==> src/hw/cpuPkg.sv <==
// Shared word types, opcode and ALU encodings for the single-cycle core; referenced by scoped name
`default_nettype none

package cpuPkg;

   // Data and instruction word
   typedef logic [15:0] wordT;

   // Register index, eight registers
   typedef logic [2:0] regIdxT;

   // Major opcode in instr[15:11]
   typedef enum logic [4:0]
   {
      opHalt = 5'b00000,
      opNop  = 5'b00001,
      opJ    = 5'b00100,
      opAddi = 5'b01000,
      opBeqz = 5'b01100,
      opBnez = 5'b01101,
      opSt   = 5'b10000,
      opLd   = 5'b10001,
      opSlbi = 5'b10010,
      opLbi  = 5'b11000,
      opAlu  = 5'b11011
   } opcodeT;

   // Execute operation chosen by the decoder
   typedef enum logic [2:0]
   {
      aluAdd,
      aluSub,
      aluXor,
      aluAndNot,
      aluPassImm,
      aluShiftLoadImm
   } aluOpT;

   // Immediate formats
   typedef enum logic [1:0]
   {
      immS5,   // ADDI, LD, ST
      immS8,   // LBI, BEQZ, BNEZ
      immU8,   // SLBI
      immS11   // J
   } immSelT;

   // Stores at or above this address go to the output port
   parameter wordT ioBase = 16'hFF00;

endpackage

`default_nettype wire

==> src/hw/registerFile.sv <==
// Eight-entry register file with two combinational reads and one clocked write
`timescale 1ns/1ns
`default_nettype none

module registerFile (
   input  wire              clk,
   input  wire              rst,
   input  wire              regWrite,
   input  cpuPkg::regIdxT   readIdx1,
   input  cpuPkg::regIdxT   readIdx2,
   input  cpuPkg::regIdxT   writeIdx,
   input  cpuPkg::wordT     writeData,
   output cpuPkg::wordT     readData1,
   output cpuPkg::wordT     readData2
);

   cpuPkg::wordT regs [8];

   always_ff @(posedge clk)
   begin
      if (rst)
      begin
         for (int i = 0; i < 8; i++)
         begin
            regs[i] <= '0;
         end
      end
      else if (regWrite)
      begin
         regs[writeIdx] <= writeData;
      end
   end

   // No bypass, a write shows up on the next cycle's read
   assign readData1 = regs[readIdx1];
   assign readData2 = regs[readIdx2];

endmodule

`default_nettype wire

==> config.mk <==
export PLATFORM = sky130hd
export DESIGN_NAME = registerFile
export DESIGN_NICKNAME = d
export VERILOG_FILES = /design/src/hw/cpuPkg.sv /design/src/hw/registerFile.sv
export SDC_FILE = /design/constraint.sdc
export NUM_CORES = 1
export LEC_CHECK = 0
export BUFFER_PORTS_ARGS = -buffer_cell sky130_fd_sc_hd__buf_2
export CAP_MARGIN = 10
export CORE_AREA = 2 2 91 180
export DETAILED_ROUTE_END_ITERATION = 10
export DIE_AREA = 0 0 93 182
export GPL_TIMING_DRIVEN = 1
export PLACE_DENSITY = 0.7
export SLEW_MARGIN = 5
export SYNTH_ARGS = -nofsm -noshare
export SYNTH_HDL_FRONTEND = slang
export SYNTH_SLANG_ARGS = --single-unit
export TNS_END_PERCENT = 30
==> constraint.sdc <==
create_clock -name clk -period 3.2 [get_ports clk]
set_clock_uncertainty 0.15 [all_clocks]
set_input_delay 0.32 -clock clk [delete_from_list [all_inputs] [get_ports clk]]
set_output_delay 0.32 -clock clk [all_outputs]
set_load 0.02 [all_outputs]
# Word level (Yosys, flattened, before mapping)
# Memory sizes are Yosys's and may differ from the RTL's.
# Cells that the tools add are included.
# classes
add_sub_neg	0
mul	0
div	0
n_lt_le_gt_ge	0
eq_ne	0
n_shift	0
mux	8
bitwise	0
reduce_logical	1
# ops
operator	count
$mux 16	1
$reduce_or 16->1	1
$mux 1	6
$mux 3	1
# word_totals
register_bits	0
latchBits	0
mem_bits_rw	128
mem_bits_ro	0
in_bits	28
output_inout_bits	32
word_cells	10
memories	1
# memory_table
name	words	width	read_ports	rd_ports_with_merged_regs	wr	line	text
regs	8	16	2	0	8	registerFile.sv:17	cpuPkg::wordT regs [8];

# Depth between registers and ports, before layout
# logic_depth
ltp_word	5
mapped_depth	5
mapped_depth_nobuf	2

# Worst setup path after synthesis
# No wires, ideal clock.
# synth_path
path_kind	input to register
startpoint	input port writeIdx[1]
endpoint	memory regs[4][0] (netlist name), enable pin
setup_time_ns	0.392
arrival_time_ns	1.946
t_required_ns	2.658
slack_ns	0.712
path_stages	5
n_path_buf	3
path_cell_list	or3b_1 clkbuf_1 buf_6 buf_4 o21bai_1
# synth_rtl
item	line	text
start, declared	registerFile.sv:11	input cpuPkg::regIdxT writeIdx,
end, declared	registerFile.sv:17	

# Worst setup path after layout
# layout_path
startpoint	input port readIdx1[0]
endpoint	output port readData1[6]
# layout_between
elab_chain_len	1
# layout_lines
item	line	text
start, declared	registerFile.sv:9	input cpuPkg::regIdxT readIdx1,
$mem_v2 8x16	n/a	
end, declared	registerFile.sv:13	output cpuPkg::wordT readData1,
# Every way passes these cells.

==> impl_metrics.tcl <==
set metrics [dict create \
    wl_met3_um 1010 \
    cts.path.max_buffers 2 \
    routedWlPerCell_um 23.1 \
    syn_area_um2 7000 \
    synth_fa_ha_area_share_pct 0 \
    finalSetupViolCount 0 \
    vias 4201 \
    ys_types 21 \
    ant_nets 0 \
    wl_met2_um 9070 \
    grt_max_degree 67 \
    first_pass_iters 5 \
    die-area_um2 16900 \
    ys_ff_latch 128 \
    intPower_mw 3.42 \
    cts_tree "built" \
    viasPerCell 6.03 \
    switching_share_pct 23.1 \
    p_sw_mw 1.03 \
    max-vdd-ir-drop_mv 0.448 \
    synth.top_cell.area_share_pct 54.9 \
    tightest_slew_ns 1.19 \
    worstPathArrival_ns 2.07 \
    gr-total-overflow 0 \
    leakagePower_nw 2.76 \
    wl_um 16100 \
    slew_viol_final 0 \
    syn_area_per_cell_um2 16.3 \
    core.rowCount 65 \
    topRoutingLayerUsed "met4" \
    cts_resized 0 \
    ys_seq_area_share_pct 54.9 \
    setup_slack_ns 0.657 \
    synth_compound_area_share_pct 0.858 \
    cp.required_ns 2.73 \
    maxSlewHeadroom_pct 20.9 \
    powerDensity_nw_per_um2 555 \
    yosysWarnings 0 \
    largest_register_ffs 128 \
    yosysTopAreaCell "edfxtp_1" \
    start_util_pct 44.8 \
    cts_root_buffer "clkbuf_16" \
    clkTransAtPathRegs_ns 0.06 \
    final_cell_mix "edfxtp_1, nor3_1, buf_2" \
    place_ws_ns 0.644 \
    cts_inserted_buffers 17 \
    boundaryPins 60 \
    syn_nets 458 \
    dp_cells 666 \
    cap_violations 0 \
    synth_top_family_by_area "multiplexers" \
    first_global_vias 4258 \
    gp_congestion 0.756 \
    postLayoutCellArea_um2 8020 \
    drc 0 \
    final.setup.tns_ns 0 \
    cp-end-kind "primary output" \
    clockPowerShare_pct 41.6 \
    grt_pass1_wl_um 24200 \
    muxShareOfSynthArea_pct 28.8 \
    power_mw 4.45 \
    fmax_mhz 393 \
    fin_util_pct 51.3 \
    worstSetupPathType "in2out" \
    synth.area.top_cells "edfxtp_1, mux4_1, nor3_1" \
    hold_path_class "in2reg" \
    core_um2 15600 \
    rsz0062_at_grt "false" \
    place_area_um2 7460 \
    m1WireLength_um 5680 \
    area_growth_pct 14.6 \
    clock-sinks 128 \
    combinationalPowerShare_pct 13.4 \
    cp_max_fo 15 \
    top_regs "regs: 128 flops" \
    diodes 0 \
    critPathLaunchType "input pin" \
    regMostFlops "regs" \
    htree_levels 4 \
    finish.net_count 512 \
    synth_xor_area_share_pct 0 \
    seqPwrFrac_pct 45.0 \
    fp.dieH_um 182 \
    dp_hpwl_um 10400 \
    antenna_found_initial 0 \
    drt_iter0_drc 287 \
    cts_setup_buffers 0 \
    mostFrequentLayoutCell "edfxtp_1" \
    grt_usage_pct 19.6 \
    synthCells 430 \
    layout-drive-gt1-share_pct 32.7 \
    fin_crit_sh_pct 79.5 \
    die_w_um 93 \
    instances_no_fill 697 \
    numPortBuffers 59 \
    holdWs_ns 0.222 \
    period_needed_ns 2.54 \
    synth-simple-area-share_pct 10.1 \
    hold_buffers 0 \
    outcome "completed" \
    final_hold_viol_count 0 \
]
kinds of logic after synthesis:
family,Yosys count
buf+inv,64
flops,128
mux,96
compound gates,8
simple gates,134
routing by layer:
| metal | vias up | GRT usage, % |
|---|---|---|
| met1 | 2086 | 22.2 |
| li1 | 1908 | - |
| met3 | 25 | 3.65 |
| met4 | 0 | 7.41 |
| met2 | 182 | 36.0 |
| met5 | - | 0 |
synth_stat cells (all sizes together):
cell and n:
nand2 1, clkinv 16, nand3b 1, buf 18, nand2b 2, mux2 32, clkbuf 30, mux4 64
nor3 128, or2 1, or3b 1, o21bai 8, edfxtp 128
final cells by class:
| cell class | instances | area (um^2) |
|---|---|---|
| clock buffer | 22 | 444 |
| clock inverter | 9 | 116 |
| fill | 1326 | 7600 |
| inverter | 16 | 60.1 |
| multi-input combinational | 238 | 2810 |
| sequential | 128 | 3840 |
| tap | 201 | 251 |
| timing repair buffer | 83 | 488 |
worst max-delay path: stages:
cell	delay (ns)
buf_2	0.39
buf_4	0.33
mux4_1	0.59
mux2_2	0.27
buf_2	0.15
power by group through the flow:
stage / logic, mW / clock network (mW) / registers, mW
floorplan: 0.429 / 0 / 2.01
global placement: 0.594 / 0 / 2.02
detailed placement: 0.602 / 0 / 2.03
CTS: 0.604 / 1.86 / 2.00
global route: 0.634 / 1.93 / 2.01
finish: 0.597 / 1.85 / 2.00
path summary, 6_finish.rpt:
kind	startpoint	end	slack, ns	depth (start not counted)
setup / recovery	readIdx1[0]	readData1[6]	0.66	5
hold / removal	writeData[0]	regs[0][0]$_SDFFCE_PN0P_	0.22	3
Power figures use the tool's default switching activity.
