**src/hw/cpuPkg.sv**
```systemverilog
// Shared word types, opcode and ALU encodings for the single-cycle core; referenced by scoped name
`default_nettype none

package cpuPkg;

   // Data and instruction word
   typedef logic [15:0] wordT;

   // Register index, eight registers
   typedef logic [2:0] regIdxT;

   // Major opcode in instr[15:11]
   typedef enum logic [4:0]
   {
      opHalt = 5'b00000,
      opNop  = 5'b00001,
      opJ    = 5'b00100,
      opAddi = 5'b01000,
      opBeqz = 5'b01100,
      opBnez = 5'b01101,
      opSt   = 5'b10000,
      opLd   = 5'b10001,
      opSlbi = 5'b10010,
      opLbi  = 5'b11000,
      opAlu  = 5'b11011
   } opcodeT;

   // Execute operation chosen by the decoder
   typedef enum logic [2:0]
   {
      aluAdd,
      aluSub,
      aluXor,
      aluAndNot,
      aluPassImm,
      aluShiftLoadImm
   } aluOpT;

   // Immediate formats
   typedef enum logic [1:0]
   {
      immS5,   // ADDI, LD, ST
      immS8,   // LBI, BEQZ, BNEZ
      immU8,   // SLBI
      immS11   // J
   } immSelT;

   // Stores at or above this address go to the output port
   parameter wordT ioBase = 16'hFF00;

endpackage

`default_nettype wire

```
**src/hw/instrFetch.sv**
```systemverilog
// Fetch stage holding the PC and instruction memory, loaded externally before a run
`timescale 1ns/1ns
`default_nettype none

module instrFetch #(
   parameter int imemAddrWidth = 8
) (
   input  wire                           clk,
   input  wire                           rst,
   input  wire                           start,
   input  wire                           pcEnable,
   input  wire                           takeTarget,
   input  cpuPkg::wordT                  target,
   input  wire                           loadEn,
   input  wire         [imemAddrWidth-1:0] loadAddr,
   input  cpuPkg::wordT                  loadData,
   output cpuPkg::wordT                  instr,
   output cpuPkg::wordT                  pcPlusOne
);

   localparam int imemDepth = 1 << imemAddrWidth;

   cpuPkg::wordT pc;
   cpuPkg::wordT imem [imemDepth];

   // Program image written one word per strobe
   always_ff @(posedge clk)
   begin
      if (loadEn)
      begin
         imem[loadAddr] <= loadData;
      end
   end

   // PC counts words, upper bits wrap past the memory depth
   always_ff @(posedge clk)
   begin
      if (rst)
      begin
         pc <= '0;
      end
      else if (start)
      begin
         pc <= '0;
      end
      else if (pcEnable)
      begin
         pc <= takeTarget ? target : pcPlusOne;
      end
   end

   assign pcPlusOne = pc + 16'd1;

   // Asynchronous read so the instruction is ready in its own cycle
   assign instr = imem[pc[imemAddrWidth-1:0]];

endmodule

`default_nettype wire

```
**config.mk**
```make
export PLATFORM = sky130hd
export DESIGN_NAME = instrFetch
export DESIGN_NICKNAME = d
export VERILOG_FILES = /design/src/hw/cpuPkg.sv /design/src/hw/instrFetch.sv
export SDC_FILE = /design/constraint.sdc
export NUM_CORES = 2
export LEC_CHECK = 0
export BUFFER_PORTS_ARGS = -buffer_cell sky130_fd_sc_hd__buf_2
export CORE_MARGIN = 2
export CORE_UTILIZATION = 35
export CTS_CLUSTER_DIAMETER = 50
export DETAILED_ROUTE_END_ITERATION = 8
export PLACE_DENSITY = 0.55
export SLEW_MARGIN = 20
export SYNTH_ARGS = -nofsm -noshare
export SYNTH_HDL_FRONTEND = slang
export SYNTH_SLANG_ARGS = --single-unit
export TNS_END_PERCENT = 1
```
**constraint.sdc**
```tcl
create_clock -name clk -period 2.7 [get_ports clk]
set_clock_uncertainty 0.05 [all_clocks]
set_input_delay 0.135 -clock clk [delete_from_list [all_inputs] [get_ports clk]]
set_output_delay 0.135 -clock clk [all_outputs]
set_load 0.02 [all_outputs]
```
# ---- Word-level counts from Yosys, hierarchy flattened
# Memory sizes are Yosys's and may differ from the RTL's. A register that Yosys moved wholly into a read port is not among the register bits.
# Cells that the tools add are included.
dict set report totals {
  register_bits 16
  ramBits 4096
  inputBits 46
  output_inout_bits 32
  word_cells 9
  mem_count 1
}
# memory words width rd rd_clocked_by_memory_dff wr line_no
set mem_list {}
lappend mem_list {imem 256 16 1 1 1 instrFetch.sv:24} ;# cpuPkg::wordT imem [imemDepth];
dict set report classes {
  addsub 1
  mux 5
  n_reduce_logical 1
}
# operator count
set op_table {}
lappend op_table {{16-bit by 1-bit adder with 16-bit output, second input constant} 1}
lappend op_table {{16-bit two-way mux} 1}
lappend op_table {{8-bit two-way mux} 2}
lappend op_table {{1-bit two-way mux} 2}
lappend op_table {{2-bit OR reduction} 1}

# ---- Depth between registers and ports, before layout
dict set report depth {
  depth_word 4
  ltp_mapped 13
  ltp_nobuf 8
}

# ---- Worst setup path after synthesis
# Ideal clock, no wire load.
dict set report synth_timing {
  path_kind {register to output}
  startpoint {register with a tool-made name}
  endpoint {output port instr[11]}
  arrival_ns 2.581
  required_time_ns 2.515
  setup_slack_ns -0.066
  path_stages_with_launch 13
  n_path_buf 5
  cell_sequence {dfxtp_1 > buf_6 > buf_12 > buf_12 > buf_12 > buf_12 > mux2i_1 > o22ai_1 > nor2_1 > a22oi_2 > o2111ai_1 > or3_1 > nor4_1}
}
# item line_no
set synth_lines {}
lappend synth_lines {{to (decl)} instrFetch.sv:17} ;# output cpuPkg::wordT instr,

==> results.md <==
- The flow ran to the end, but the final reports show violations.
- The checks that failed: setup timing.
- The most heavily used metal layer in global routing is met2.
- The detail route stage leaves a number of antenna-violating nets equal to 0.
- The layout net count is 9085.
- The source-to-sink clock delay at the later pin of the worst-skew pair is 980 ps.
- The number of max-capacitance violations reported is 0.
- Compared with the post-synthesis result, the final layout area differs by 21.68%.
- The number of sinks on the clock net is 4120.
- The floorplan die area is 0.4625 sq mm.
- In this run, CTS created clock tree buffers numbering 437.
- The number of max-slew violations in the final report is 0.
- Across every metal layer, demand over resource in global routing totals 0.1943.
- After synthesis, the netlist uses 63 different library cells.
- After the first detailed-routing iteration, the DRC count stood at 10340.
- At the end of routability-driven placement, the weighted congestion stood at 0.8447.
- Headroom to the max-slew limit came out at 0.2122.
- Synthesis handed over a netlist of 7554 instances.
- The detailed-placement wirelength estimate is 285700 microns.
- For this run, design rule violations remaining after detail routing come to 0.
- The number of antenna violations at the first check in global routing is 23.
- The most used flip-flop cell after synthesis is sky130_fd_sc_hd__edfxtp_1.
- The clock tree from TritonCTS is built.
- The post-synthesis compound-gate area fraction is 0.03662.
- The routing usage on met1 is 0.2737.
- The number of vias per cell after detailed routing is 5.475.
- After detailed routing, the total wire length is 462800 microns.
- The share of the cycle needed by the critical path after routing is 1.678.
- The share of cell area taken by muxes after synthesis is 0.1525.
- The met2 capacity usage during global routing is 0.3149.
- The number of primary I/O pins is 78.
- The placed instance count is 14420.
- For this run, the register share of the synthesized area comes to 0.7719.
- The worst setup path is launched from a flop.
- In this run the power density over the cells is 703.0 mW/mm^2.
- In the final timing run, aggregate negative setup slack is -28420 ps.
- The via count of the first global-routing pass is 84120.
- The clock root buffer master is sky130_fd_sc_hd__clkbuf_16.
- At the worst endpoint, the arrival time is 4340 ps.
- The maximum number of pins on one net before global-route repair is 100.
- By startpoint and endpoint, the worst setup path is classified as flop to output port.
- The core box area is 0.4558 sq mm.
- The non-filler instance count after layout is 15420.
- The first global-routing pass estimated 645300 microns of wire.
- The XOR/XNOR share of the synthesized area is 0.0007665.
- For this run, the top clock speed supported by timing is 220.8 MHz.
- The arithmetic-cell share of the synthesized area counting full adders, half adders and majority gates is 0.00007822.
- The maximum buffer depth of the clock tree is 4.
- VDD sags by at most 0.5749 mV.
- The die width is 680.0 microns.
- The first-pass iteration count of the detailed router is 6.
- The final count of hold timing violations was 0.
- After synthesis the cells add up to 0.1600 sq mm.
- The H-tree was split into 5 levels.
- The number of synthesized register bits is 4120.
- In the layout the commonest cells are 4096 x sky130_fd_sc_hd__edfxtp_1, 1105 x sky130_fd_sc_hd__buf_4, 738 x sky130_fd_sc_hd__mux4_2.
- The count of input and output buffers is 77.
- The routed layout has 84420 vias.
- The simple-gate share of the synthesized area is 0.01882.
- STA puts the critical path data required time at 2520 ps.
- The count of synthesis-stage warnings from yosys is 0.
- Clock-pin slew was measured on the worst setup and hold paths at 60 ps.
- The worst path in the final design needs a cycle of 4530 ps, including I/O delays and setup.
- Setup violations remaining at the end of the flow were counted as 20.
- At the pin with the least slew margin, the transition time is 1182 ps.
- Setup repair after global routing could not meet its margin everywhere.
- The number of synthesized flops with an enable pin is 4096.
- Leaving out fill and tap cells, the most frequent cell in the layout is sky130_fd_sc_hd__edfxtp_1.
- Of all nets on the critical path, the largest fanout is 11.
- The floorplan has 248 rows.
- The sort of element at the end of the critical path is an output port.
- The met3 layer usage reported by global route is 0.02925.
- Dividing the detail-routed wire length by the instance count gives 30.02 microns.
- From bottom edge to top edge, the die measures 680.0 microns.
- The tightest min-delay check is of the input pin to flop type.
- The mean area per synthesized cell is 21.18 sq um.
- For this design the static power due to leakage is 0.06108 uW.
- Counting flops with an async set or reset pin after synthesis yields a share of 0.
- The total overflow left after global routing is 0.
- The effective utilization at floorplan is 0.3509.
- The post-synthesis net count is 7601.
- The worst slack at placement is -1903 ps.
- The share of final-layout standard cells stronger than drive strength 1 is 0.3292.
- The completed layout was analyzed and its total power is 136800 uW.
- The dominant combinational cell family by area after synthesis is multiplexers.
- The smallest setup slack after layout is -1830 ps.
metal layers:
layer / share of wire / up-vias
met2: 0.48 / 3539
met1: 0.42 / 45220
met4: 0.029 / 2
met3: 0.075 / 615
met5: 0.000024 / -
li1: - / 35040
flip-flops by register name (all words and copies together) (netlist names), named ones only:
register,cells
pc,16
imem,4096
logic make-up after synthesis:
kind of cell	after synthesis
compound gates	829
xor+xnor	14
fa+ha+maj	1
buf+inv	467
flops	4120
mux	1460
simple gates	663
layout make-up:
| cell class | count | area (sq um) |
|---|---|---|
| well taps | 6000 | 7507 |
| inverters | 5 | 31.28 |
| fillers | 39120 | 261200 |
| flip-flops and latches | 4120 | 123500 |
| clock buffers | 515 | 11280 |
| clock inverters | 297 | 2967 |
| multi-input cells | 2967 | 34630 |
| diodes | 8 | 20.02 |
| repair buffers | 1507 | 14700 |
metrics by stage:
stage / hold WS, ps / cell area [sq um] / utilization
after global routing: 36.59 / 194600 / 0.4270
after detailed placement: 396.5 / 177000 / 0.3883
final: 81.86 / 194600 / 0.4270
after floorplan: 183.9 / 160000 / -
after global placement: 374.2 / 177000 / 0.3883
after CTS: 1.469 / 193200 / 0.4239
report_power, final:
part           internal, uW  switching [uW]
logic                  2800            4120
clock network         33700           25700
registers             70400            49.0
path summary, 6_finish.rpt:
| check | depth (start not counted) | to | startpoint | slack, ps |
|---|---|---|---|---|
| max | 15 | instr[3] | flop | -1830 |
| min | 2 | imem[219][2]$_DFFE_PP_ | loadData[2] | 80 |
| max reg2reg | 9 | pc[10]$_SDFFE_PP0P_ | pc[0]$_SDFFE_PP0P_ | 80 |
| min reg2reg | 2 | pc[15]$_SDFFE_PP0P_ | pc[15]$_SDFFE_PP0P_ | 500 |
cell usage after synthesis (all sizes together), types with 12 or more instances:
cell / n / area, sq um
a31oi: 17 / 106.4
o22ai: 205 / 1282
nand3: 34 / 170.2
o221ai: 261 / 2311
nor2: 324 / 1216
clkbuf: 201 / 759.5
a22o: 28 / 245.2
o21ai: 40 / 200.2
nand2: 82 / 307.8
mux4: 771 / 17500
edfxtp: 4096 / 123000
mux2i: 689 / 6897
nor4: 21 / 225.2
a21oi: 170 / 850.8
a22oi: 58 / 440.4
nand2b: 12 / 75.07
nor3: 144 / 720.7
dfxtp: 24 / 480.5
nand4: 24 / 150.1
buf: 261 / 2310
critical path, cell delays in order, from the launching register on:
cell and delay, ps:
sky130_fd_sc_hd__dfxtp_4 350, sky130_fd_sc_hd__buf_6 150, sky130_fd_sc_hd__bufbuf_16 320, sky130_fd_sc_hd__buf_16 170
sky130_fd_sc_hd__buf_12 140, sky130_fd_sc_hd__mux4_2 330, sky130_fd_sc_hd__mux2i_1 80, sky130_fd_sc_hd__buf_4 160
sky130_fd_sc_hd__o22ai_1 160, sky130_fd_sc_hd__nor3_1 80, sky130_fd_sc_hd__buf_4 160, sky130_fd_sc_hd__a22o_4 280
sky130_fd_sc_hd__buf_12 150, sky130_fd_sc_hd__nor4_4 490, sky130_fd_sc_hd__buf_4 190, sky130_fd_sc_hd__buf_4 130
what timing repair did:
| action | CTS | global route |
|---|---|---|
| hold endpoints to repair | 4195 | 0 |
| hold buffers | 80 | 0 |
| pin swaps | 22 | 38 |
| endpoints found under the setup margin | 24 | 28 |
| cloned | 8 | 11 |
| resized for setup | 160 | 118 |
| buffers inserted | 14 | 69 |
No activity file was read; power rests on OpenSTA's default activity.
