==> config.mk <==
export PLATFORM = sky130hd
export DESIGN_NAME = controlUnit
export DESIGN_NICKNAME = d
export VERILOG_FILES = /design/src/hw/cpuPkg.sv /design/src/hw/controlUnit.sv
export SDC_FILE = /design/constraint.sdc
export NUM_CORES = 1
export LEC_CHECK = 0
export ABC_AREA = 1
export ABC_CLOCK_PERIOD_IN_PS = 2700
export BUFFER_PORTS_ARGS = -buffer_cell sky130_fd_sc_hd__buf_2
export CAP_MARGIN = 40
export CORE_AREA = 5 5 42 44
export CTS_CLUSTER_DIAMETER = 150
export DETAILED_ROUTE_END_ITERATION = 10
export DIE_AREA = 0 0 47 49
export PLACE_DENSITY = 0.74
export SLEW_MARGIN = 10
export SYNTH_ARGS = -nofsm -noshare
export SYNTH_HDL_FRONTEND = slang
export SYNTH_SLANG_ARGS = --single-unit
==> constraint.sdc <==
create_clock -name clk -period 2.7 [get_ports clk]
set_input_delay 0.54 -clock clk [delete_from_list [all_inputs] [get_ports clk]]
set_output_delay 0.54 -clock clk [all_outputs]
set_load 0.02 [all_outputs]
==> src/hw/cpuPkg.sv <==
// Shared word types, opcode and ALU encodings for the single-cycle core; referenced by scoped name
`default_nettype none

package cpuPkg;

   // Data and instruction word
   typedef logic [15:0] wordT;

   // Register index, eight registers
   typedef logic [2:0] regIdxT;

   // Major opcode in instr[15:11]
   typedef enum logic [4:0]
   {
      opHalt = 5'b00000,
      opNop  = 5'b00001,
      opJ    = 5'b00100,
      opAddi = 5'b01000,
      opBeqz = 5'b01100,
      opBnez = 5'b01101,
      opSt   = 5'b10000,
      opLd   = 5'b10001,
      opSlbi = 5'b10010,
      opLbi  = 5'b11000,
      opAlu  = 5'b11011
   } opcodeT;

   // Execute operation chosen by the decoder
   typedef enum logic [2:0]
   {
      aluAdd,
      aluSub,
      aluXor,
      aluAndNot,
      aluPassImm,
      aluShiftLoadImm
   } aluOpT;

   // Immediate formats
   typedef enum logic [1:0]
   {
      immS5,   // ADDI, LD, ST
      immS8,   // LBI, BEQZ, BNEZ
      immU8,   // SLBI
      immS11   // J
   } immSelT;

   // Stores at or above this address go to the output port
   parameter wordT ioBase = 16'hFF00;

endpackage

`default_nettype wire

==> src/hw/controlUnit.sv <==
// Decoder and run control: turns the opcode into datapath controls and holds busy and err
`timescale 1ns/1ns
`default_nettype none

module controlUnit (
   input  wire                   clk,
   input  wire                   rst,
   input  wire                   start,
   input  cpuPkg::wordT          instr,
   input  wire                   overflow,
   output logic                  busy,
   output logic                  err,
   output logic                  pcEnable,
   output logic                  regWrite,
   output logic                  memWrite,
   output logic                  memRead,
   output logic                  aluSrc,
   output cpuPkg::aluOpT         aluOp,
   output cpuPkg::immSelT        immSel,
   output logic                  isBranch,
   output logic                  branchOnZero,
   output logic                  isJump,
   output cpuPkg::regIdxT        readIdx1,
   output cpuPkg::regIdxT        readIdx2,
   output cpuPkg::regIdxT        writeIdx
);

   cpuPkg::opcodeT opcode;
   logic           decRegWrite;
   logic           decMemWrite;
   logic           isHalt;
   logic           illegal;
   logic           arithOp;

   assign opcode = cpuPkg::opcodeT'(instr[15:11]);

   // rs and rt sit at fixed positions; ST reads its data register through port 2
   assign readIdx1 = instr[10:8];
   assign readIdx2 = instr[7:5];

   always_comb
   begin
      decRegWrite  = 1'b0;
      decMemWrite  = 1'b0;
      memRead      = 1'b0;
      aluSrc       = 1'b1;
      aluOp        = cpuPkg::aluAdd;
      immSel       = cpuPkg::immS5;
      isBranch     = 1'b0;
      branchOnZero = 1'b0;
      isJump       = 1'b0;
      isHalt       = 1'b0;
      illegal      = 1'b0;
      arithOp      = 1'b0;
      writeIdx     = instr[7:5];
      case (opcode)
         cpuPkg::opHalt: isHalt = 1'b1;
         cpuPkg::opNop: ;
         cpuPkg::opJ:
         begin
            isJump = 1'b1;
            immSel = cpuPkg::immS11;
         end
         cpuPkg::opAddi:
         begin
            decRegWrite = 1'b1;
            arithOp     = 1'b1;
         end
         cpuPkg::opBeqz, cpuPkg::opBnez:
         begin
            isBranch     = 1'b1;
            branchOnZero = (opcode == cpuPkg::opBeqz);
            immSel       = cpuPkg::immS8;
         end
         cpuPkg::opSt: decMemWrite = 1'b1;
         cpuPkg::opLd:
         begin
            decRegWrite = 1'b1;
            memRead     = 1'b1;
         end
         cpuPkg::opSlbi, cpuPkg::opLbi:
         begin
            decRegWrite = 1'b1;
            writeIdx    = instr[10:8];
            immSel      = (opcode == cpuPkg::opLbi) ? cpuPkg::immS8 : cpuPkg::immU8;
            aluOp       = (opcode == cpuPkg::opLbi) ? cpuPkg::aluPassImm
                                                    : cpuPkg::aluShiftLoadImm;
         end
         cpuPkg::opAlu:
         begin
            decRegWrite = 1'b1;
            aluSrc      = 1'b0;
            writeIdx    = instr[4:2];
            // Function field: add, sub, xor, andNot
            case (instr[1:0])
               2'b00: aluOp = cpuPkg::aluAdd;
               2'b01: aluOp = cpuPkg::aluSub;
               2'b10: aluOp = cpuPkg::aluXor;
               default: aluOp = cpuPkg::aluAndNot;
            endcase
            arithOp = ~instr[1];
         end
         default: illegal = 1'b1;
      endcase
   end

   // Idle core changes nothing; HALT and illegal decode already write nothing
   assign pcEnable = busy & ~isHalt & ~illegal;
   assign regWrite = busy & decRegWrite;
   assign memWrite = busy & decMemWrite;

   always_ff @(posedge clk)
   begin
      if (rst)
      begin
         busy <= 1'b0;
         err  <= 1'b0;
      end
      else if (start && !busy)
      begin
         busy <= 1'b1;
         err  <= 1'b0;
      end
      else if (busy)
      begin
         if (isHalt || illegal)
         begin
            busy <= 1'b0;
         end
         // Sticky until the next start; overflow alone keeps the core running
         if (illegal || (arithOp && overflow))
         begin
            err <= 1'b1;
         end
      end
   end

endmodule

`default_nettype wire

Yosys cells after proc, flatten, opt, wreduce, memory -nomap -nowiden:

Cells that the tools add are included.

* memories kept: 0
* bits in latches: 0
* ROM bits: 0
* flip-flop bits (word level): 2
* bits in writable memories: 0
* word-level logic and storage cells: 52

* multiply operators: 0
* bitwise gates (word level): 6
* eq/ne operators: 12
* mux-type cells: 19
* order comparisons: 0
* add/sub/neg operators: 0
* divide/modulo/power cells: 0
* shifts and indexed selects: 0
* reductions and logical operators: 13

Operators by type and width (number)
* == test 5 bit, second input constant: 5
* == test 5 x 4 -> 1 bit, second input constant: 3
* 2-to-1 mux 1 bit: 13
* case mux 2 bit (3 select lines): 2
* case mux 3 bit (2 select lines): 2
* OR reduction 11 bit: 1
* OR reduction 2 bit: 3
* == test 5 x 1 -> 1 bit, second input constant: 1
* == test 5 x 3 -> 1 bit, second input constant: 1
* logical NOT 5 bit: 1
* OR reduction 5 bit: 1
* AND 1 bit: 4
* == test 2 x 1 -> 1 bit, second input constant: 1
* == test 2 bit, second input constant: 1
* logical AND 1 bit: 2
* logical NOT 2 bit: 1
* logical OR 1 bit: 2
* 2-to-1 mux 2 bit: 1
* inverter 1 bit: 2
* case mux 1 bit (2 select lines): 1
* AND reduction 2 bit: 1
* logical NOT 1 bit: 1

Longest topological paths before layout:

* depth in word-level cells: 7
* depth in mapped cells: 9

Worst setup path before layout:

Ideal clock, no wire load.

* kind: in2out
* start: input port instr[14]
* end: output port regWrite
* required time: 2.160 ns
* setup slack: 0.570 ns
* stages on the path: 5
* buffers on the path: 0
* arrival: 1.590 ns
* cell sequence: nor2_1 nand2_1 nor2_1 inv_1 a31oi_1

* longest elaborated chain between the ends: 4
* elaborated cells between the ends (all ways): 8
* those cells by class: eq/ne: 5; mux: 1; bitwise: 1; reduce/logical: 1

Ends and longest elaborated chain
* start, declared: line controlUnit.sv:9 `input cpuPkg::wordT instr,`
* == test 5 bit or == test 5 x 4 -> 1 bit (tied branches): line controlUnit.sv:56 `case (opcode)`
* OR reduction 5 bit (no source line) (*)
* 2-to-1 mux 1 bit (*): line controlUnit.sv:56
* AND 1 bit (*): line controlUnit.sv:109 `assign regWrite = busy & decRegWrite;`
* end, declared: line controlUnit.sv:14 `output logic regWrite,`

Every way passes the cells marked *; elsewhere a longest branch is shown, timed or not.

Final worst setup path:

* start: input port instr[14]
* end: output port writeIdx[0]

* longest elaborated chain between the ends: 3
* elaborated cells between the ends (all ways): 5
* those cells by class: eq/ne: 3; mux: 1; reduce/logical: 1

Ends and longest elaborated chain
* == test 5 bit: line controlUnit.sv:56
* OR reduction 2 bit
* case mux 3 bit (2 select lines) (*): line controlUnit.sv:56
* end, declared: line controlUnit.sv:25 `output cpuPkg::regIdxT writeIdx`

Marked as above.

==> results.cfg <==
[placement]
dp_hpwl_um = 1130
gp_congestion = 0.721
pre_cts_slack_ps = 477
placed_cells = 128
io_buffers = 43

[cts]
ctsHoldBuffers = 0
cts_repair_resize_count = 0
cts_sinks = 2
cts_root_buf = clkbuf_4
h-tree-depth = 1
tritoncts = yes
worstSkewPairLatency_ps = 220
cts_setup_buffers = 0
clkTransAtPathRegs_ps = 30
cts.path.max_buffers = 2
numCtsBuffers = 3

[global_routing]
grt_overflow = 0
grt_pass1_wl_um = 1840
grt_use_total_pct = 10.1
antenna_found_initial = 0
grt_pass1_vias = 499
grt_max_degree = 9

[route]
met2_length_um = 611
met3_length_um = 187
post_drt_wl_per_cell_um = 9.56
dr.max_layer_used = met3
wl_met1_um = 454
remaining_drc_errors = 0
drtAntennaViolNets = 0
via_per_inst = 4.61
firstDrtPassIters = 3
vias = 604
wl_um = 1250
drtIter0Drc = 4

[flow_run]
cap_violations = 0

[timing]
finalSetupTns_ps = 0
maxSlewViolCount = 0
tightest_slew_ps = 314
finalHoldViolations = 0
finalSetupViolCount = 0
fmaxAchievable_ghz = 0.451
rsz0062_at_grt = no
fin_worst_skew_ps = 3.85
final.setup.worst_slack_ps = 481
relSlewSlack_pct = 79.1
fin_crit_sh_pct = 82.2
min_period_ps = 2220

[power]
powerDensity_nw_per_um2 = 289
vdd_drop_max_v = 0.000155
power_uw = 184
p_leak_uw = 0.000429

[setup_path]
crit_path_max_fanout = 8
cp_slowest_cell = nor2_4
crit_required_ps = 2160
worstPathCellList = buf_2 -> inv_1 -> nor2_4 -> nand3_2 -> nand2_2 -> a21oi_1 -> a22oi_1 -> nand2_1 -> buf_2
reg2reg_to = err
crit_family = simple AND/OR/NAND/NOR gates
worstSetupPathType = input port to output pin
arrival_ps = 1680
rrSetupSlack_ps = 1920
endpoint_kind = output pin
rr_startpoint = busy
r2r_cells = 4
path_common_cell = buf_2
start_kind = input port
worst-path-buf-inv = 3
cp_slowest_stage_delay_ps = 220

[floorplanning]
design.die.area_sq_um = 2300
io_pins = 44
coreArea_sq_um = 1400
fp.dieW_um = 47
initial_utilization_pct = 30.2
die_h_um = 49
rows = 14

[hold_path]
min_from = err
hold_class = flip-flop to flip-flop
hold_depth = 2
hold_end = err

[layout]
fillers = 165
multi_input_area_sq_um = 285
final_cell_count_no_fill = 131
layout-drive-gt1-share_pct = 48.7
area_delta_synth_final_pct = 50.3
final_core_util_pct = 45.4
n_antenna_cell = 0
fin_nets = 137
regArea_sq_um = 40.0

[yosys]
ys_ff_latch = 2
yosysUniqueCellTypes = 17
synth_area_sq_um = 423
avgSynthCellArea_sq_um = 5.64
yosysWarnings = 0
synth-seq-area-share_pct = 9.47
synth_nets = 95
synthCells = 75

[outcome]
status = complete, no violations
-- worst register-to-register path: stages, from the launching register on --
cell     delay, ps
dfxtp_1        360
inv_1          100
nand2_1        100
nand2_1         50
a21oi_1        100
-- metal layers --
layer / vias to the layer above / track usage (%)
met1: 261 / 11.2
met2: 30 / 17.9
met4: 0 / 2.76
met5: - / 0
met3: 0 / 2.95
li1: 313 / -
-- report_power, final --
part | switching (uW) | internal, uW | total (uW)
Clock | 15.5 | 48.9 | 64.4
Combinational | 54.9 | 31.3 | 86.2
Sequential | 1.41 | 31.7 | 33.1
Total | 71.8 | 112 | 184
-- cells by family after synthesis --
family / share of synthesized area [%]
compound gates: 12.4
buf+inv: 23.1
flops: 9.47
simple gates: 55.0
-- worst max-delay path by stage --
stage	start	to	depth (start not counted)	slack, ps
global placement	instr[14]	writeIdx[0]	9	500
detailed placement	instr[14]	writeIdx[2]	9	480
global route	instr[14]	writeIdx[1]	9	350
floorplan	instr[14]	regWrite	5	570
finish	instr[14]	writeIdx[0]	9	480
CTS	instr[14]	writeIdx[2]	9	460
-- stage by stage --
stage,hold slack (ps),instance area (sq um)
2_1_floorplan,522,423
3_3_place_gp,434,613
3_5_place_dp,438,613
4_1_cts,443,636
5_1_grt,464,636
6_report,441,636
-- state kept, by name, indices dropped and copies added, names as in the netlist --
signal	flops
err	1
busy	1
-- area by class of cell --
cell class | instances | area share [%]
clock buffers | 3 | 3.54
inverters | 14 | 8.27
multi-input cells | 53 | 44.9
flip-flops and latches | 2 | 6.30
well taps | 16 | 3.15
repair buffers | 43 | 33.9
-- placed cells by master (no fill, tap or decap) --
cell type  synthesis  final
nand4_1            1      1
a31oi_1            1      1
a22oi_1            3      3
nor4_1             1      1
nand2_1           16     16
inv_1             14     14
dfxtp_1            2      2
a21oi_1            2      2
nand3_1            5      5
nand2_2            2      2
nand3_2            4      4
o21ai_0            1      1
a21oi_2            1      1
nor2_1            13     13
nand2_4            1      1
clkbuf_4           0      3
nor2_4             2      2
buf_2              0     43
-- cells in the mapped netlist --
cell type | number | share of area (%)
a21oi_2 | 1 | 2.1
inv_1 | 14 | 12
nand2_2 | 2 | 3.0
nor4_1 | 1 | 1.5
nand3_2 | 4 | 9.5
a21oi_1 | 2 | 2.4
nand4_1 | 1 | 1.5
buf_4 | 6 | 11
o21ai_0 | 1 | 1.2
nor2_4 | 2 | 5.3
nand2_1 | 16 | 14
a22oi_1 | 3 | 5.3
a31oi_1 | 1 | 1.5
nand2_4 | 1 | 2.7
nand3_1 | 5 | 5.9
nor2_1 | 13 | 12
dfxtp_1 | 2 | 9.5
Note: power is estimated with default switching activity, not from simulation.
