## config.mk

```make
export PLATFORM = sky130hd
export DESIGN_NAME = executeUnit
export DESIGN_NICKNAME = d
export VERILOG_FILES = /design/src/hw/cpuPkg.sv /design/src/hw/executeUnit.sv
export SDC_FILE = /design/constraint.sdc
export NUM_CORES = 1
export LEC_CHECK = 0
export BUFFER_PORTS_ARGS = -buffer_cell sky130_fd_sc_hd__buf_2
export CAP_MARGIN = 5
export CELL_PAD_IN_SITES_DETAIL_PLACEMENT = 1
export CELL_PAD_IN_SITES_GLOBAL_PLACEMENT = 2
export CORE_MARGIN = 10
export CORE_UTILIZATION = 30
export DETAILED_ROUTE_END_ITERATION = 10
export PLACE_DENSITY = 0.95
export SYNTH_ARGS = -nofsm -noshare
export SYNTH_HDL_FRONTEND = slang
export SYNTH_SLANG_ARGS = --single-unit
```

## constraint.sdc

```tcl
create_clock -name vclk -period 8.97
set_input_delay 1.3455 -clock vclk [all_inputs]
set_output_delay 1.3455 -clock vclk [all_outputs]
set_load 0.02 [all_outputs]
```

## src/hw/cpuPkg.sv

```systemverilog
// Shared word types, opcode and ALU encodings for the single-cycle core; referenced by scoped name
`default_nettype none

package cpuPkg;

   // Data and instruction word
   typedef logic [15:0] wordT;

   // Register index, eight registers
   typedef logic [2:0] regIdxT;

   // Major opcode in instr[15:11]
   typedef enum logic [4:0]
   {
      opHalt = 5'b00000,
      opNop  = 5'b00001,
      opJ    = 5'b00100,
      opAddi = 5'b01000,
      opBeqz = 5'b01100,
      opBnez = 5'b01101,
      opSt   = 5'b10000,
      opLd   = 5'b10001,
      opSlbi = 5'b10010,
      opLbi  = 5'b11000,
      opAlu  = 5'b11011
   } opcodeT;

   // Execute operation chosen by the decoder
   typedef enum logic [2:0]
   {
      aluAdd,
      aluSub,
      aluXor,
      aluAndNot,
      aluPassImm,
      aluShiftLoadImm
   } aluOpT;

   // Immediate formats
   typedef enum logic [1:0]
   {
      immS5,   // ADDI, LD, ST
      immS8,   // LBI, BEQZ, BNEZ
      immU8,   // SLBI
      immS11   // J
   } immSelT;

   // Stores at or above this address go to the output port
   parameter wordT ioBase = 16'hFF00;

endpackage

`default_nettype wire

```

## src/hw/executeUnit.sv

```systemverilog
// Execute stage: immediate extension, ALU with signed overflow, and branch or jump target
`timescale 1ns/1ns
`default_nettype none

module executeUnit (
   input  cpuPkg::wordT     instr,
   input  cpuPkg::wordT     readData1,
   input  cpuPkg::wordT     readData2,
   input  cpuPkg::wordT     pcPlusOne,
   input  wire              aluSrc,
   input  cpuPkg::aluOpT    aluOp,
   input  cpuPkg::immSelT   immSel,
   input  wire              isBranch,
   input  wire              branchOnZero,
   input  wire              isJump,
   output cpuPkg::wordT     aluResult,
   output logic             overflow,
   output logic             takeTarget,
   output cpuPkg::wordT     target
);

   cpuPkg::wordT imm;
   cpuPkg::wordT opB;
   cpuPkg::wordT sum;
   cpuPkg::wordT diff;
   logic         isZero;

   always_comb
   begin
      case (immSel)
         cpuPkg::immS5:  imm = {{11{instr[4]}}, instr[4:0]};
         cpuPkg::immS8:  imm = {{8{instr[7]}}, instr[7:0]};
         cpuPkg::immU8:  imm = {8'h00, instr[7:0]};
         default:        imm = {{5{instr[10]}}, instr[10:0]};
      endcase
   end

   assign opB  = aluSrc ? imm : readData2;
   assign sum  = readData1 + opB;
   // SUB computes rs minus rt
   assign diff = readData1 - opB;

   always_comb
   begin
      overflow = 1'b0;
      case (aluOp)
         cpuPkg::aluAdd:
         begin
            aluResult = sum;
            overflow  = (readData1[15] == opB[15]) && (sum[15] != readData1[15]);
         end
         cpuPkg::aluSub:
         begin
            aluResult = diff;
            overflow  = (readData1[15] != opB[15]) && (diff[15] != readData1[15]);
         end
         cpuPkg::aluXor:     aluResult = readData1 ^ opB;
         cpuPkg::aluAndNot:  aluResult = readData1 & ~opB;
         cpuPkg::aluPassImm: aluResult = imm;
         // SLBI: (rs << 8) | imm8
         default:            aluResult = {readData1[7:0], imm[7:0]};
      endcase
   end

   // Branch register is rs on read port 1
   assign isZero = (readData1 == '0);

   assign target     = pcPlusOne + imm;
   assign takeTarget = isJump | (isBranch & (isZero == branchOnZero));

endmodule

`default_nettype wire

```

# Yosys cells after proc, flatten, opt, wreduce, memory -nomap -nowiden
# Index checks and enable logic that the tools add are counted.
[totals]
register_bits = 0
inputBits = 73
output_inout_bits = 34
[op_classes]
addsub = 3
n_eq_ne = 11
mux = 4
bitwise_logic = 5
reduce_logical = 5
[ops]
columns = ["operator", "count"]
rows = [
  ["$pmux W16 S5", 1],
  ["$pmux W16 S3", 1],
  ["$add A16 B16 Y16", 2],
  ["$and A16 B16 Y16", 1],
  ["$logic_not A16 Y1", 1],
  ["$mux W16", 1],
  ["$not A16 Y16", 1],
  ["$sub A16 B16 Y16", 1],
  ["$xor A16 B16 Y16", 1],
  ["$eq A3 B2 Y1 const B", 2],
  ["$eq A3 B1 Y1 const B", 1],
  ["$eq A3 B3 Y1 const B", 1],
  ["$logic_not A3 Y1", 1],
  ["$ne A1 B1 Y1", 3],
  ["$eq A1 B1 Y1", 2],
  ["$eq A2 B1 Y1 const B", 1],
  ["$eq A2 B2 Y1 const B", 1],
  ["$logic_and A1 B1 Y1", 2],
  ["$logic_not A2 Y1", 1],
  ["$pmux W1 S2", 1],
  ["$and A1 B1 Y1", 1],
  ["$or A1 B1 Y1", 1],
]

# Depth between registers and ports, before layout
# Gate-level depths: netlist of run 1.
[depth]
ltp_word = 7
mapped_depth = 15

# Worst setup path after synthesis of run 1
# OpenSTA, ideal clock, no wires.
[synth_timing]
kind = "in2out"
start = "input immSel[1]"
end = "output overflow"
arrival_time_ns = 4.259
required_ns = 7.625
setup_slack_ns = 3.366
cell_stages = 14
path_cell_list = "buf_2 > mux2_2 > a21oi_2 > nand2_1 > o21a_1 > ha_1 > buf_2 > nor3_1 > and3_1 > nor3_1 > o21ai_1 > a21oi_1 > xor2_1 > o31ai_1"
[synth_via]
elab_chain_len = 7
word_cells_on_any_way = 14
[synth_rtl]
columns = ["element", "line", "rtl"]
rows = [
  ["start: declaration", "executeUnit.sv:12", "input cpuPkg::immSelT immSel,"],
  ["$eq A2 B2 Y1 (tied with other cells)", "executeUnit.sv:30", "case (immSel)"],
  ["$pmux W16 S3 *", "executeUnit.sv:30", ""],
  ["$mux W16 *", "executeUnit.sv:38", "assign opB = aluSrc ? imm : readData2;"],
  ["$sub A16 B16 Y16 or $add A16 B16 Y16 (tied branches)", "executeUnit.sv:41, executeUnit.sv:39", ""],
  ["$ne A1 B1 Y1 (on tied branches)", "executeUnit.sv:55, executeUnit.sv:50", ""],
  ["$logic_and A1 B1 Y1 (on tied branches)", "executeUnit.sv:55, executeUnit.sv:50", ""],
  ["$pmux W1 S2 *", "executeUnit.sv:46", "case (aluOp)"],
  ["end: declaration", "executeUnit.sv:17", "output logic overflow,"],
]
# Mark *: on every way between the ends. The rest lies on a longest branch, timed or not.

# Worst setup path after layout of run 1
[layout_timing]
start = "input immSel[1]"
end = "output aluResult[14]"
[layout_via]
elab_chain_len = 6
word_cells_on_any_way = 11
[layout_rtl]
columns = ["element", "line", "rtl"]
rows = [
  ["$eq A2 B2 Y1 (tied with other cells)", "executeUnit.sv:30", ""],
  ["$pmux W16 S3 *", "executeUnit.sv:30", ""],
  ["parallel branches: the longest is 3 deep, another holds $sub A16 B16 Y16", "n/a", ""],
  ["$pmux W16 S5 *", "executeUnit.sv:46", ""],
  ["end: declaration", "executeUnit.sv:16", "output cpuPkg::wordT aluResult,"],
]
# Every way passes the cells marked *.

==> impl_metrics.ini, run 1 <==
[critical_path]
crit_buf_inv = 2
timing.critical_path.cells = buf_2, mux2_2, a21oi_2, nand2_1, o21a_1, ha_1, nor3_1, and3_1, or3_1, a41oi_1, xnor2_1, o21ai_0, a211o_1, buf_2
path_max_fanout = 14
cp-start-kind = input pin
timing_worst_setup_path_type = in2out
path_delay_family = compound AO/OA/AOI/OAI gates
critPathMaxStageDelay_ns = 0.52
setup.worst_path.start = immSel[1]
critical_path_at_ns = 4.83
critical-path-top-cell-by-count = buf_2
cp.depth = 14
required_arrival_time_at_the_worst_endpoint_ns = 7.62
worst_setup_path_endpoint = aluResult[14]
critical_path.endpoint_type = primary output
critical-path-slowest-cell = ha_1

[die]
fp.dieArea_sq_um = 15100
die_width_um = 123
boundaryPins = 107
floorplan.die.height_um = 123
fp-row-count = 37
core-area_sq_um = 10300
starting_density = 0.307

[routing]
detailroute.via_count = 3944
detail_route.drc_violations = 0
wl_met2_um = 6410
wire_length_reported_by_the_detailed_router_um = 12900
route.detailed.vias_per_inst = 5.68
drt-pass1-iter-count = 6
detail_route.iter0.violations = 213
m1WireLength_um = 5570
dr_wl_met3_um = 794
top_layer_used = met4
antenna_violating_nets_remaining = 0
drt-wirelength-per-cell_um = 18.7

[synth]
post_synth_inst_count = 477
mappedNetlistArea_sq_um = 3170
postSynthNetCount = 600
synth_sequential_area_ratio = 0
yosysWarnings = 0
postSynthAreaPerCell_sq_um = 6.65
post_synth_num_cell_types = 66

[grt]
first_global_vias = 4124
grt_first_pass_wirelength_um = 20500
largest_net_degree_at_the_start_of_global_routing = 29
global_route.overflow_total = 0
grt_antenna_before_repair = 0
track_usage = 0.161

[cts]
post_cts_resize_count = 0
post_cts_hold_buffer_count = 0
post_cts.repair.setup_buffers = 0

[finish]
area_growth_syn_to_layout_pct = 18.1
multi_input_gate_area_in_the_final_layout_sq_um = 2900
storage_cell_area_sq_um = 0
nNetsFinal = 683
fill_cells = 1375
sequential_cell_total = 0
number_of_antenna_repair_diodes = 0
nClkBuffers = 0
drive_gt1_frac = 0.226
post-route-cell-area_sq_um = 3750

[place]
placement.io_buffers = 102
postPlaceCellArea_sq_um = 3750
worst_slack_after_detailed_placement_ns = 2.78
detailed_place_hpwl_um = 10800
gp_congestion = 0.913

[sta]
final_max_slew_viol_count = 0
worst_slew_pin_slew_ns = 0.655
final-setup-viol-count = 0
grt_setup_unrepaired = no
max_freq_mhz = 162
timing_hold_violations_final = 0
fin_tns_setup_ns = 0
post-route-period-util = 0.688
maxSlewHeadroom = 0.560
setup_slack_ns = 2.80
min_period_ns = 6.17

[min_path]
worstHoldPathCells = 3
hold_path.class = in2out

[power_and_ir_drop]
power.ir.vdd_worst_mv = 0.0384
p_leak_nw = 1.85
power.density_nw_per_um2 = 92.8

[job]
cap_viol_max_count = 0

[status]
run_status = complete, no violations
-- per-layer routing --
metal / global-route usage / up-vias
li1: - / 1899
met1: 0.196 / 1917
met2: 0.299 / 116
met3: 0.0216 / 12
met4: 0.0236 / 0
met5: 0 / -
-- logic make-up after synthesis --
logic type                 Yosys count  synth area share
AOI/OAI and AO/OA                  179             0.382
and+or+nand+nor                    143             0.210
xor gates and xnor gates            22            0.0607
adders and majority gates           50             0.204
buffers and inverters               65            0.0851
muxes                               18            0.0587
-- stage by stage --
stage / instances / total power (W) / util / hold slack (ns)
global route: 694 / 0.000384 / 0.363 / 3.03
CTS: 694 / 0.000349 / 0.363 / 3.02
floorplan: 477 / 0.000246 / - / 2.85
finish: 694 / 0.000348 / 0.363 / 3.02
global placement: 694 / 0.000336 / 0.363 / 2.99
detailed placement: 694 / 0.000347 / 0.363 / 3.02
-- Yosys cell counts, types with 3 or more instances --
master / number / area [sq um]
mux2_2: 5 / 56.3
o31ai_1: 5 / 37.5
a31oi_1: 6 / 37.5
ha_1: 47 / 588
a22oi_1: 3 / 22.5
a21oi_1: 53 / 265
o21a_1: 7 / 52.6
o21bai_1: 5 / 37.5
nand2_1: 36 / 135
o311ai_0: 3 / 26.3
xor2_1: 8 / 70.1
o211ai_1: 7 / 52.6
inv_1: 43 / 161
nand3_1: 10 / 50.1
clkbuf_1: 11 / 41.3
nor3_1: 8 / 40.0
o21ai_1: 7 / 35.0
a21boi_0: 3 / 22.5
nor2b_1: 8 / 50.1
a21o_1: 8 / 60.1
nand2b_1: 10 / 62.6
or3_1: 4 / 25.0
buf_2: 6 / 30.0
fa_1: 3 / 60.1
nor2_1: 51 / 191
a222oi_1: 4 / 40.0
buf_4: 3 / 22.5
xnor2_1: 14 / 123
nor4_1: 6 / 37.5
mux2i_1: 13 / 130
o21ai_0: 33 / 165
-- worst min-delay path by stage --
stage,from,to,slack (ns)
finish,isJump,takeTarget,3.02
global placement,isJump,takeTarget,2.99
global route,isJump,takeTarget,3.03
detailed placement,isJump,takeTarget,3.02
CTS,isJump,takeTarget,3.02
floorplan,isJump,takeTarget,2.85
-- final cells by class --
class | instances | share of cell area
multi-input combinational | 412 | 0.774
timing repair buffer | 102 | 0.136
tap | 136 | 0.0454
inverter | 44 | 0.0440
-- where the power goes --
group | internal (W) | switching, W
clock network | 0 | 0
logic | 0.000132 | 0.000216
registers | 0 | 0
-- layout by cell type, fill, tap and decap left out, types with 3 or more instances in the layout --
cell and n:
a222oi_1 4, nor2b_1 8, nor3_1 8, o21bai_1 5
mux2_2 5, a21o_1 8, mux2i_1 13, o311ai_0 3
nor4_1 6, a21oi_1 53, inv_1 43, ha_1 47
xor2_1 8, nand3_1 10, o21ai_0 33, o21ai_1 7
a31oi_1 6, buf_2 102, nand2b_1 10, or3_1 4
xnor2_1 14, nor2_1 51, a21boi_0 3, o21a_1 7
fa_1 3, a22oi_1 3, o211ai_1 7, o31ai_1 5
nand2_1 36
(Power assumes the default switching activity.)
==> run 2: changes to the inputs <==
CORE_UTILIZATION = 25   (was 30)
PLACE_DENSITY = 0.91   (was 0.95)
clock period = 5.1 ns   (was 8.97 ns; I/O delays follow)
==> run 2 against run 1 <==
Net effect: hold slack got worse by 1.2 ns; critical path depth up 1; die area is 17% higher; power increased by 79%; flip-flop and latch count did not move; non-clock buffer count increased by 7; combinational power increased by 80%; critical endpoint unchanged; largest cell class unchanged; highest routed layer unchanged.
==> impl_metrics.ini, run 2 (synthesized netlist as in run 1, its figures left out) <==
[status]
run_status = complete, no violations

[critical_path]
worst_setup_path_endpoint = aluResult[14]
critical_path.endpoint_type = primary output
cp.depth = 15
crit_buf_inv = 2
required_arrival_time_at_the_worst_endpoint_ns = 4.34
critical_path_at_ns = 4.00
critical-path-slowest-cell = ha_2
timing.critical_path.cells = buf_2, mux2_2, a21oi_2, nand2_1, o21a_1, ha_2, nor2b_1, o21bai_1, nand2_1, or3_1, a41oi_1, xnor2_1, o21ai_0, a211o_1, buf_2
setup.worst_path.start = immSel[1]
critPathMaxStageDelay_ns = 0.46
path_delay_family = compound AO/OA/AOI/OAI gates
path_max_fanout = 11
timing_worst_setup_path_type = in2out
cp-start-kind = input pin

[finish]
mostFrequentLayoutCells = buf_2 (102), a21oi_1 (53), nor2_1 (51)
fill_cells = 1675
layout_commonest_cell = buf_2
storage_cell_area_sq_um = 0
sequential_cell_total = 0
area_growth_syn_to_layout_pct = 21.3
nClkBuffers = 0
post-route-cell-area_sq_um = 3850
stdcell_count = 737
nNetsFinal = 690
drive_gt1_frac = 0.237
number_of_antenna_repair_diodes = 0

[sta]
maxSlewHeadroom = 0.547
fin_hold_ws_ns = 1.83
timing_hold_violations_final = 0
final_max_slew_viol_count = 0
min_period_ns = 4.77
final-setup-viol-count = 0
fin_tns_setup_ns = 0
post-route-period-util = 0.935
grt_setup_unrepaired = no
max_freq_mhz = 210
worst_slew_pin_slew_ns = 0.677

[power_and_ir_drop]
combinationalPowerShare = 1.000
power.density_nw_per_um2 = 162
net-switching-power_w = 0.000386
seq_power_share = 0
p_leak_nw = 1.88
share_clk_of_total_power = 0
power.ir.vdd_worst_mv = 0.0613
switching_share = 0.617
p_int_w = 0.000239

[cts]
post_cts_hold_buffer_count = 0

[place]
postPlaceCellArea_sq_um = 3850
dpl.cell_count = 737
placement.io_buffers = 102
detailed_place_hpwl_um = 11600
gp_congestion = 0.874

[routing]
detail_route.drc_violations = 0
drt-pass1-iter-count = 4
route.detailed.vias_per_inst = 5.28
detail_route.iter0.violations = 237
drt-wirelength-per-cell_um = 18.3
detailroute.via_count = 3895
wire_length_reported_by_the_detailed_router_um = 13500
antenna_violating_nets_remaining = 0

[die]
fp-row-count = 41
boundaryPins = 107
fp.dieArea_sq_um = 17600
core-area_sq_um = 12500
die_width_um = 133
starting_density = 0.254
floorplan.die.height_um = 133

[grt]
first_global_vias = 4116
track_usage = 0.145
largest_net_degree_at_the_start_of_global_routing = 28
grt_first_pass_wirelength_um = 21800
global_route.overflow_total = 0
grt_antenna_before_repair = 0

[min_path]
hold_path.class = in2out
hold_start = isJump

[job]
cap_viol_max_count = 0
==> run 2: changes by cell type in the layout (fill, tap and decap cells not counted) <==
cell | before | now
buf_4 | 0 | 7
ha_1 | 47 | 46
ha_2 | 0 | 1
==> run 2: worst min-delay path by stage <==
stage / slack, ns / to / depth (start not counted)
floorplan: 1.69 / takeTarget / 1
global placement: 1.82 / takeTarget / 3
detailed placement: 1.83 / takeTarget / 3
CTS: 1.83 / takeTarget / 3
global route: 1.86 / takeTarget / 3
finish: 1.83 / takeTarget / 3
==> run 2: power by group through the flow <==
| stage | Clock, W | Sequential, W | Combinational (W) |
|---|---|---|---|
| finish | 0 | 0 | 0.000625 |
| global route | 0 | 0 | 0.000694 |
| CTS | 0 | 0 | 0.000628 |
| detailed placement | 0 | 0 | 0.000625 |
| global placement | 0 | 0 | 0.000603 |
| floorplan | 0 | 0 | 0.000433 |
==> run 2: stage by stage <==
stage           util  power [W]  setup slack [ns]
5_1_grt        0.308   0.000694            0.0992
3_5_place_dp   0.307   0.000625             0.216
3_3_place_gp   0.307   0.000603             0.342
2_1_floorplan      -   0.000433             0.657
6_report       0.308   0.000625             0.334
4_1_cts        0.307   0.000628             0.207
==> run 2: repair_timing <==
action,in CTS,in global routing
setup buffers,0,0
setup endpoints to repair,0,1
resized for setup,0,1
==> run 2: layer usage <==
metal  wire length, um  track usage
met5                 0            0
met3               740       0.0170
met2              6550        0.262
met1              6070        0.185
met4               135       0.0141
==> run 2: layout make-up <==
class	instances	area [sq um]	area share
Tap cell	172	215	0.0559
Multi-Input combinational cell	412	2910	0.755
Timing Repair Buffer	109	563	0.146
Inverter	44	165	0.0429
